<file path="config.mk">
export PLATFORM = sky130hd
export DESIGN_NAME = spi_reg_top
export DESIGN_NICKNAME = d
export VERILOG_FILES = /design/src/logic/spi_regs_pkg.sv /design/src/logic/spi_bit_if.sv /design/src/logic/reg_frame_if.sv /design/src/logic/spi_sampler.sv /design/src/logic/frame_control.sv /design/src/logic/reg_file.sv /design/src/logic/periph_router.sv /design/src/logic/spi_reg_top.sv
export SDC_FILE = /design/constraint.sdc
export NUM_CORES = 1
export LEC_CHECK = 0
export BUFFER_PORTS_ARGS = -buffer_cell sky130_fd_sc_hd__buf_4
export CORE_MARGIN = 5
export CORE_UTILIZATION = 35
export CTS_CLUSTER_DIAMETER = 200
export CTS_CLUSTER_SIZE = 30
export DETAILED_ROUTE_END_ITERATION = 10
export GPL_TIMING_DRIVEN = 0
export PLACE_DENSITY = 0.5
export SLEW_MARGIN = 0
export SYNTH_ARGS = -nofsm -noshare
export SYNTH_HDL_FRONTEND = slang
export SYNTH_HIERARCHICAL = 1
export SYNTH_SLANG_ARGS = --single-unit
</file>
<file path="constraint.sdc">
create_clock -name clk -period 2.95 [get_ports clk]
set_input_delay 0.4425 -clock clk [delete_from_list [all_inputs] [get_ports clk]]
set_output_delay 0.4425 -clock clk [all_outputs]
set_load 0.05 [all_outputs]
</file>
<file path="src/logic/spi_regs_pkg.sv">
// spi register bank definitions
// register map, field types, reset values and the nibble update rule

package spi_regs_pkg;

  // host frame is one address byte then one data byte
  localparam int frame_bits_c = 16;

  typedef logic [7:0] addr_t;
  typedef logic [7:0] data_t;
  typedef logic [3:0] ctl_nibble_t;
  typedef logic [7:0] mux_t;

  //////////////////////////////////////////////////////////////////////
  // register map

  // command addresses, no storage behind them
  localparam addr_t reg_powerup_c    = 8'd6;
  localparam addr_t reg_soft_reset_c = 8'd11;

  // storage registers
  localparam addr_t reg_led_c        = 8'd7;
  localparam addr_t reg_spi_mux_c    = 8'd8;
  localparam addr_t reg_4094_c       = 8'd9;
  localparam addr_t reg_dac_c        = 8'd10;
  localparam addr_t reg_adc_c        = 8'd14;

  // reset values
  localparam ctl_nibble_t led_rst_c      = 4'h0;
  localparam ctl_nibble_t gpo_4094_rst_c = 4'h0;
  // dac control lines idle high
  localparam ctl_nibble_t dac_rst_c      = 4'hf;
  localparam ctl_nibble_t adc_rst_c      = 4'h0;
  localparam mux_t        spi_mux_rst_c  = 8'h00;

  //////////////////////////////////////////////////////////////////////
  // nibble update
  // set in low data nibble, clear in high nibble, both means toggle

  function automatic ctl_nibble_t nibble_update(
    input ctl_nibble_t old_val,
    input ctl_nibble_t set_bits,
    input ctl_nibble_t clr_bits
  );
    ctl_nibble_t both;
    ctl_nibble_t result;
    both   = set_bits & clr_bits;
    // toggle first, then plain set and clear on the other bits
    result = old_val ^ both;
    result = result | (set_bits & ~both);
    result = result & ~(clr_bits & ~both);
    return result;
  endfunction

endpackage

</file>
<file path="src/logic/spi_bit_if.sv">
`timescale 1ns/10ps
// bit level link between the spi pin sampler and the frame controller
// sampled pin events one way, read byte load requests the other

interface spi_bit_if
  import spi_regs_pkg::*;
();

  // level, synced cs_n low
  logic  cs_active;
  // single clk pulses
  logic  cs_fall;
  logic  cs_rise;
  logic  bit_strobe;
  // mosi, valid with bit_strobe
  logic  bit_val;

  // byte to shift out msb first on sdo
  logic  load;
  data_t load_byte;

  modport sampler (
    output cs_active, cs_fall, cs_rise, bit_strobe, bit_val,
    input  load, load_byte
  );

  modport ctrl (
    input  cs_active, cs_fall, cs_rise, bit_strobe, bit_val,
    output load, load_byte
  );

endinterface

</file>
<file path="src/logic/reg_frame_if.sv">
`timescale 1ns/10ps
// four-phase register transaction between frame controller and register file
// req up, ack up, req down, ack down

interface reg_frame_if
  import spi_regs_pkg::*;
();

  // controller side
  logic  req;
  logic  write_en;
  addr_t addr;
  data_t wdata;

  // register file side
  // rdata valid while ack high
  logic  ack;
  data_t rdata;

  modport ctrl (
    output req, write_en, addr, wdata,
    input  ack, rdata
  );

  modport regs (
    input  req, write_en, addr, wdata,
    output ack, rdata
  );

endinterface

</file>
<file path="src/logic/spi_sampler.sv">
`timescale 1ns/10ps
// spi pin front end
// syncs host pins into clk, detects cs and sclk edges
// and shifts the read byte out on sdo

module spi_sampler
  import spi_regs_pkg::*;
(
  input  logic       clk,
  input  logic       arst_n,
  input  logic       sclk,
  input  logic       cs_n,
  input  logic       mosi,
  output logic       sdo,
  spi_bit_if.sampler bits
);

  logic [1:0] sclk_sync;
  logic [1:0] cs_n_sync;
  logic [1:0] mosi_sync;
  logic       sclk_prev;
  logic       cs_n_prev;
  logic       cs_active;
  logic       sclk_fall;
  data_t      shreg;
  data_t      shreg_src;

  //////////////////////////////////////////////////////////////////////
  // synchronizers and edge history

  always_ff @(posedge clk or negedge arst_n)
  begin
    if (!arst_n)
    begin
      sclk_sync <= 2'b00;
      // cs idles deasserted
      cs_n_sync <= 2'b11;
      mosi_sync <= 2'b00;
      sclk_prev <= 1'b0;
      cs_n_prev <= 1'b1;
    end
    else
    begin
      sclk_sync <= {sclk_sync[0], sclk};
      cs_n_sync <= {cs_n_sync[0], cs_n};
      mosi_sync <= {mosi_sync[0], mosi};
      sclk_prev <= sclk_sync[1];
      cs_n_prev <= cs_n_sync[1];
    end
  end

  assign cs_active       = !cs_n_sync[1];
  assign bits.cs_active  = cs_active;
  // frame start, cs_n high to low
  assign bits.cs_fall    = cs_n_prev && !cs_n_sync[1];
  // frame end
  assign bits.cs_rise    = !cs_n_prev && cs_n_sync[1];
  // mode 0, host data is stable around the rising edge
  assign bits.bit_strobe = sclk_sync[1] && !sclk_prev;
  assign bits.bit_val    = mosi_sync[1];
  assign sclk_fall       = !sclk_sync[1] && sclk_prev;

  //////////////////////////////////////////////////////////////////////
  // output shifter

  // a load landing on a falling edge still gets its msb out
  assign shreg_src = bits.load ? bits.load_byte : shreg;

  always_ff @(posedge clk or negedge arst_n)
  begin
    if (!arst_n)
    begin
      shreg <= '0;
      sdo   <= 1'b0;
    end
    else if (!cs_active)
    begin
      // idle between frames
      shreg <= '0;
      sdo   <= 1'b0;
    end
    else if (sclk_fall)
    begin
      // next bit out, msb first, zero fill
      sdo   <= shreg_src[$bits(data_t)-1];
      shreg <= shreg_src << 1;
    end
    else
    begin
      shreg <= shreg_src;
    end
  end

endmodule

</file>
<file path="src/logic/frame_control.sv">
`timescale 1ns/10ps
// spi frame controller
// counts bits, assembles address and data, runs the read after the
// address byte and the commit after cs goes high

module frame_control
  import spi_regs_pkg::*;
(
  input  logic      clk,
  input  logic      arst_n,
  spi_bit_if.ctrl   bits,
  reg_frame_if.ctrl frame
);

  // counter saturates one above a full frame
  localparam int cnt_w_c     = $clog2(frame_bits_c + 2);
  localparam int addr_bits_c = $bits(addr_t);
  localparam int data_bits_c = $bits(data_t);

  typedef enum logic [2:0] {
    st_idle,
    st_read_req,
    st_read_wait,
    st_shift,
    st_commit_req,
    st_commit_wait
  } state_t;

  state_t                  state;
  logic [cnt_w_c-1:0]      bit_cnt;
  logic [frame_bits_c-1:0] shift_q;
  logic                    byte_done;
  logic                    read_start;
  logic                    read_done;
  logic                    frame_end;
  logic                    full_frame;

  //////////////////////////////////////////////////////////////////////
  // bit counting

  always_ff @(posedge clk or negedge arst_n)
  begin
    if (!arst_n)
      bit_cnt <= '0;
    else if (bits.cs_fall)
      bit_cnt <= '0;
    else if (bits.bit_strobe && (bit_cnt <= cnt_w_c'(frame_bits_c)))
      bit_cnt <= bit_cnt + 1'b1;
  end

  // 8th strobe of the frame
  assign byte_done  = bits.bit_strobe && (bit_cnt == cnt_w_c'(addr_bits_c - 1));
  assign full_frame = (bit_cnt == cnt_w_c'(frame_bits_c));
  assign read_start = (state == st_idle) && byte_done;
  assign read_done  = (state == st_read_req) && frame.req && frame.ack;
  // short frames end in idle, normal ones in shift
  assign frame_end  = ((state == st_idle) && bits.cs_rise) ||
                      ((state == st_shift) && !bits.cs_active);

  //////////////////////////////////////////////////////////////////////
  // main fsm with handshake tracking

  always_ff @(posedge clk or negedge arst_n)
  begin
    if (!arst_n)
    begin
      state          <= st_idle;
      frame.req      <= 1'b0;
      frame.write_en <= 1'b0;
      bits.load      <= 1'b0;
    end
    else
    begin
      bits.load <= 1'b0;
      case (state)
        st_idle, st_shift:
        begin
          if (read_start)
          begin
            state          <= st_read_req;
            // only raise once the last ack is gone
            frame.req      <= !frame.ack;
            frame.write_en <= 1'b0;
          end
          else if (frame_end)
          begin
            state          <= st_commit_req;
            frame.req      <= !frame.ack;
            frame.write_en <= full_frame;
          end
        end
        st_read_req:
        begin
          if (read_done)
          begin
            frame.req <= 1'b0;
            bits.load <= 1'b1;
            state     <= st_read_wait;
          end
          else if (!frame.ack)
            frame.req <= 1'b1;
        end
        // wait for ack to drop
        st_read_wait:
        begin
          if (!frame.ack)
            state <= st_shift;
        end
        st_commit_req:
        begin
          if (frame.req && frame.ack)
          begin
            frame.req <= 1'b0;
            state     <= st_commit_wait;
          end
          else if (!frame.ack)
            frame.req <= 1'b1;
        end
        st_commit_wait:
        begin
          if (!frame.ack)
          begin
            frame.write_en <= 1'b0;
            state          <= st_idle;
          end
        end
        default:
          state <= st_idle;
      endcase
    end
  end

  //////////////////////////////////////////////////////////////////////
  // payload shift in and transaction fields

  always_ff @(posedge clk)
  begin
    if (bits.cs_fall)
      shift_q <= '0;
    else if (bits.bit_strobe)
      shift_q <= {shift_q[frame_bits_c-2:0], bits.bit_val};

    // address byte completes with this strobe
    if (read_start)
      frame.addr <= {shift_q[addr_bits_c-2:0], bits.bit_val};
    else if (frame_end)
    begin
      frame.addr  <= shift_q[frame_bits_c-1 -: addr_bits_c];
      frame.wdata <= shift_q[data_bits_c-1:0];
    end

    // previous value goes back to the host
    if (read_done)
      bits.load_byte <= frame.rdata;
  end

endmodule

</file>
<file path="src/logic/reg_file.sv">
`timescale 1ns/10ps
// control register file
// nibble set/clear/toggle, one-hot mux from index, soft reset and powerup
// answers each request one clk after req rises

module reg_file
  import spi_regs_pkg::*;
#(
  parameter int periph_count = 8
) (
  input  logic                    clk,
  input  logic                    arst_n,
  reg_frame_if.regs               frame,
  output ctl_nibble_t             led,
  output ctl_nibble_t             gpo_4094,
  output ctl_nibble_t             dac_ctl,
  output ctl_nibble_t             adc_ctl,
  output logic [periph_count-1:0] spi_mux
);

  typedef logic [periph_count-1:0] periph_vec_t;

  logic        req_rise;
  logic        commit;
  ctl_nibble_t set_bits;
  ctl_nibble_t clr_bits;
  logic [3:0]  mux_index;
  periph_vec_t mux_next;
  data_t       read_val;

  // first cycle of a request
  assign req_rise  = frame.req && !frame.ack;
  assign commit    = req_rise && frame.write_en;
  assign set_bits  = frame.wdata[3:0];
  assign clr_bits  = frame.wdata[7:4];
  assign mux_index = frame.wdata[3:0];
  // index 0 deselects all, index n picks peripheral n-1
  assign mux_next  = (mux_index == 4'd0) ? '0 : (periph_vec_t'(1) << (mux_index - 4'd1));

  //////////////////////////////////////////////////////////////////////
  // read side

  always_comb
  begin
    case (frame.addr)
      reg_led_c:     read_val = data_t'(led);
      reg_spi_mux_c: read_val = data_t'(spi_mux);
      reg_4094_c:    read_val = data_t'(gpo_4094);
      reg_dac_c:     read_val = data_t'(dac_ctl);
      reg_adc_c:     read_val = data_t'(adc_ctl);
      // commands and holes read zero
      default:       read_val = '0;
    endcase
  end

  always_ff @(posedge clk or negedge arst_n)
  begin
    if (!arst_n)
      frame.ack <= 1'b0;
    else
      frame.ack <= frame.req;
  end

  always_ff @(posedge clk)
  begin
    if (req_rise)
      frame.rdata <= read_val;
  end

  //////////////////////////////////////////////////////////////////////
  // write side

  always_ff @(posedge clk or negedge arst_n)
  begin
    if (!arst_n)
    begin
      led      <= led_rst_c;
      gpo_4094 <= gpo_4094_rst_c;
      dac_ctl  <= dac_rst_c;
      adc_ctl  <= adc_rst_c;
      spi_mux  <= periph_vec_t'(spi_mux_rst_c);
    end
    else if (commit)
    begin
      case (frame.addr)
        reg_led_c:     led      <= nibble_update(led, set_bits, clr_bits);
        reg_4094_c:    gpo_4094 <= nibble_update(gpo_4094, set_bits, clr_bits);
        reg_dac_c:     dac_ctl  <= nibble_update(dac_ctl, set_bits, clr_bits);
        reg_adc_c:     adc_ctl  <= nibble_update(adc_ctl, set_bits, clr_bits);
        reg_spi_mux_c: spi_mux  <= mux_next;
        // 4094 outputs kept as they are
        reg_soft_reset_c:
        begin
          led     <= '0;
          spi_mux <= '0;
          dac_ctl <= '0;
          adc_ctl <= '0;
        end
        // dac already set up before rails come on, leave it
        reg_powerup_c:
        begin
          led     <= '0;
          adc_ctl <= '0;
        end
        default:
        begin
        end
      endcase
    end
  end

endmodule

</file>
<file path="src/logic/periph_router.sv">
`timescale 1ns/10ps
// peripheral spi router
// gates chip selects from the mux register while cs2_n is low
// and picks the miso source for the host

module periph_router #(
  parameter int periph_count = 8
) (
  input  logic [periph_count-1:0] spi_mux,
  input  logic                    cs2_n,
  input  logic                    sdo,
  input  logic [periph_count-1:0] periph_miso,
  output logic [periph_count-1:0] periph_cs_n,
  output logic                    miso
);

  logic cs2_active;
  logic periph_sdo;

  assign cs2_active  = !cs2_n;

  // select low only for the chosen peripheral during cs2
  assign periph_cs_n = ~(spi_mux & {periph_count{cs2_active}});

  // wired or of selected peripheral outputs
  assign periph_sdo  = |(spi_mux & periph_miso);

  // register bank talks when cs2 is idle
  assign miso        = cs2_n ? sdo : periph_sdo;

endmodule

</file>
<file path="src/logic/spi_reg_top.sv">
`timescale 1ns/10ps
// spi register bank top level
// sampler, frame controller, register file and peripheral router

module spi_reg_top
  import spi_regs_pkg::*;
#(
  parameter int periph_count = 8
) (
  input  logic                    clk,
  input  logic                    arst_n,
  input  logic                    sclk,
  input  logic                    cs_n,
  input  logic                    mosi,
  input  logic                    cs2_n,
  input  logic [periph_count-1:0] periph_miso,
  output logic                    miso,
  output logic [periph_count-1:0] periph_cs_n,
  output ctl_nibble_t             led,
  output ctl_nibble_t             gpo_4094,
  output ctl_nibble_t             dac_ctl,
  output ctl_nibble_t             adc_ctl,
  output logic [periph_count-1:0] spi_mux
);

  // register bank serial out, before the miso mux
  logic sdo;

  spi_bit_if   bit_link ();
  reg_frame_if frame_link ();

  //////////////////////////////////////////////////////////////////////
  // host spi slave

  spi_sampler sampler0 (
    .clk    (clk),
    .arst_n (arst_n),
    .sclk   (sclk),
    .cs_n   (cs_n),
    .mosi   (mosi),
    .sdo    (sdo),
    .bits   (bit_link.sampler)
  );

  frame_control ctrl0 (
    .clk    (clk),
    .arst_n (arst_n),
    .bits   (bit_link.ctrl),
    .frame  (frame_link.ctrl)
  );

  reg_file #(
    .periph_count (periph_count)
  ) regs0 (
    .clk      (clk),
    .arst_n   (arst_n),
    .frame    (frame_link.regs),
    .led      (led),
    .gpo_4094 (gpo_4094),
    .dac_ctl  (dac_ctl),
    .adc_ctl  (adc_ctl),
    .spi_mux  (spi_mux)
  );

  // peripheral select and miso
  periph_router #(
    .periph_count (periph_count)
  ) router0 (
    .spi_mux     (spi_mux),
    .cs2_n       (cs2_n),
    .sdo         (sdo),
    .periph_miso (periph_miso),
    .periph_cs_n (periph_cs_n),
    .miso        (miso)
  );

endmodule

</file>
==> metrics.yaml <==
pwr:
  power_density_mw_per_mm2: 656.5
  vdd_drop_max_uv: 310.8
  power_leakage_nw: 2.269
drt:
  drc: 0
  post_drt_via_cell_ratio: 5.076
  drt-pass1-iter-count: 4
  wire_per_inst_um: 15.79
  finalWirelength_um: 10010
  antenna_left: 0
  drt_iter0_drc: 188
  vias: 3218
clock_network:
  cts_buffers: 9
  ctsHtreeMaxLevel: 3
  cts_tree: "yes"
  cts_resized: 0
  clockBufferDepth: 2
  clk_pin_slew_worst_paths_ns: 0.07
  cts_root_buffer: "clkbuf_16"
  post-cts-setup-buffer-count: 0
  cts_sinks: 101
  clk_latency_ns: 0.34
  hold_buffers: 0
synth:
  syn_nets: 416
  synthArstFlopShare_pct: 52.48
  syn_area_per_cell_um2: 11.44
  ys_ff_latch: 101
  seq_area_frac_synth_pct: 57.18
  syn_inst: 400
  synth_ff_type: "dfrtp_1"
  synth_edf_count: 32
  yosys.cell_types.count: 60
  yosysWarnings: 6
  synth_area_mm2: 0.004576
worst_setup_path:
  cp.arrival_ns: 2.56
  worstSetupPathType: "reg -> reg"
  worstSetupEndpointType: "flip-flop"
  cp_max_fo: 8
  cp_data_required_time_ns: 2.92
  start_kind: "flip-flop"
placement:
  gp_congestion: 0.8002
  dpl_worst_slack_ns: 0.3295
  place_hpwl_um: 7234
  io_buffer_count: 46
outcome:
  outcome: "complete, no violations"
die:
  rows: 41
  boundaryPins: 47
  start_util_pct: 35.97
  die_w_um: 124.3
  core_area_mm2: 0.01272
  die-area_mm2: 0.01546
  die_height_um: 124.3
sta:
  finalWorstSetupSlack_ns: 0.3619
  finalSetupTns_ns: 0
  setup_viol: 0
  fmax_ghz: 0.3864
  relSlewSlack_pct: 28.58
  slew_viol_final: 0
  fin_crit_sh_pct: 87.73
  hold_viol: 0
  finalCriticalPeriod_ns: 2.588
  worstMarginPinSlew_ns: 1.063
  fin_worst_skew_ns: 0.004827
  rsz0062_at_grt: "no"
global_route:
  gr-usage-all-layers_pct: 13.12
  grt_first_pass_wirelength_um: 16650
  grt-ovfl-total: 0
  first_global_vias: 3248
  grt_max_degree: 54
  antenna_found_initial: 0
layout:
  diodes: 0
  fillers: 1242
  drive_gt1_share_pct: 21.43
  nets: 473
  area_growth_pct: 18.95
worst_hold_path:
  hp-class: "in -> async"
job:
  max-cap-violations: 0
## per-layer routing
| layer | part of all wire (%) | global-route usage, % |
|---|---|---|
| met5 | 0 | 0 |
| met4 | 1.3 | 3.868 |
| met3 | 4.3 | 3.302 |
| met2 | 46 | 21.22 |
| met1 | 48 | 17.40 |
## report_power, final
group / switching, mW / total (mW) / internal [mW]
clock: 0.530 / 1.20 / 0.671
combinational: 0.383 / 0.628 / 0.246
sequential: 0.108 / 1.74 / 1.64
total: 1.02 / 3.57 / 2.55
## cells in the mapped netlist (all sizes together) (4+ instances only)
master	count	share of area (%)
nor2b	5	0.68
clkbuf	9	0.77
nor3	8	1.2
a211o	4	0.77
o21ai	13	1.4
inv	18	1.5
a21oi	13	1.4
nor2	37	3.1
buf	9	1.3
nand2	27	2.2
dfstp	7	4.0
dfrtp	46	25
mux2i	30	6.6
or2	4	0.55
nand2b	10	1.4
o22ai	10	1.4
and3	7	0.96
nand3	4	0.55
nand3b	5	0.82
a22oi	9	1.5
dfxtp	16	7.0
nand4	8	1.1
edfxtp	32	21
o41ai	8	1.7
mux2	9	2.2
a22o	5	0.96
a31oi	4	0.55
## placed cells by master (no fill, tap or decap), drive strengths merged, types with 7 or more instances in the layout
cell	synthesis	final
dfxtp	16	16
o22ai	10	10
buf	9	55
edfxtp	32	32
nor3	8	8
o41ai	8	8
dfstp	7	7
a21oi	13	13
mux2	9	9
clkbuf	9	18
inv	18	21
a22oi	9	9
nand2b	10	10
and3	7	7
nor2	37	37
nand4	8	8
dfrtp	46	46
nand2	27	27
o21ai	13	13
mux2i	30	30
## kinds of logic (layout without fill, tap and decap cells)
logic type	count (synthesis)	in the layout	synth area share, %
flip-flops	101	101	57.18
multiplexers	39	39	8.778
AND/OR/NAND/NOR	136	136	16.68
buffers and inverters	36	98	3.582
AO/OA/AOI/OAI	81	81	12.28
adder cells (fa/ha/maj)	2	2	0.5468
XOR/XNOR	5	5	0.9572
## metrics by stage
| step | area (µm²) | utilization [%] | std cells | total power [mW] | hold WS [ns] |
|---|---|---|---|---|---|
| after floorplan | 4576 | - | 400 | 2.224 | 0.1469 |
| final | 5443 | 42.78 | 634 | 3.573 | 0.1510 |
| after detailed placement | 5136 | 40.37 | 618 | 2.403 | 0.3371 |
| after CTS | 5443 | 42.78 | 634 | 3.630 | 0.1794 |
| after global routing | 5443 | 42.78 | 634 | 3.772 | 0.1804 |
| after global placement | 5136 | 40.37 | 618 | 2.398 | 0.3362 |
## final timing paths
path                            depth (start not counted)  slack (ns)                     to             startpoint
worst max register to register                          5        0.36   ctrl0/frame.wdata[0]  sampler0/cs_n_sync[1]
worst min register to register                          0        0.35  sampler0/mosi_sync[1]  sampler0/mosi_sync[0]
max in group asynchronous                               1        2.33           regs0/led[1]                 arst_n
min in group clk                                        1        0.21  sampler0/sclk_sync[0]                   sclk
worst max-delay path                                    5        0.36   ctrl0/frame.wdata[0]  sampler0/cs_n_sync[1]
worst min-delay path                                    1        0.15       ctrl0/bit_cnt[0]                 arst_n
## area by class of cell
| type | count | area, µm² | area share [%] |
|---|---|---|---|
| Tap cell | 172 | 215.2 | 3.954 |
| Sequential cell | 101 | 2616 | 48.07 |
| Timing Repair Buffer | 46 | 345.3 | 6.345 |
| Clock buffer | 9 | 225.2 | 4.138 |
| Clock inverter | 7 | 81.33 | 1.494 |
| Multi-Input combinational cell | 263 | 1795 | 32.99 |
| Buffer | 18 | 96.34 | 1.770 |
| Inverter | 18 | 67.56 | 1.241 |
## registers in the layout, summed over array words and instances (netlist names), 2 cells and up
name / cells
ctrl0/bits.load_byte: 8
sampler0/mosi_sync: 2
sampler0/cs_n_sync: 2
ctrl0/bit_cnt: 5
ctrl0/frame.addr: 8
ctrl0/shift_q: 16
regs0/frame.rdata: 8
regs0/led: 4
sampler0/shreg: 8
sampler0/sclk_sync: 2
regs0/gpo_4094: 4
regs0/dac_ctl: 4
ctrl0/frame.wdata: 8
regs0/adc_ctl: 4
ctrl0/state: 3
regs0/spi_mux: 8
## critical path, stage by stage, from the launching register on
cell and delay, ns:
dfstp_2 0.57, inv_1 0.11, nor2_1 0.14, or3b_2 0.46, or2_2 0.30, a21oi_1 0.63
Power figures use the tool's default switching activity.
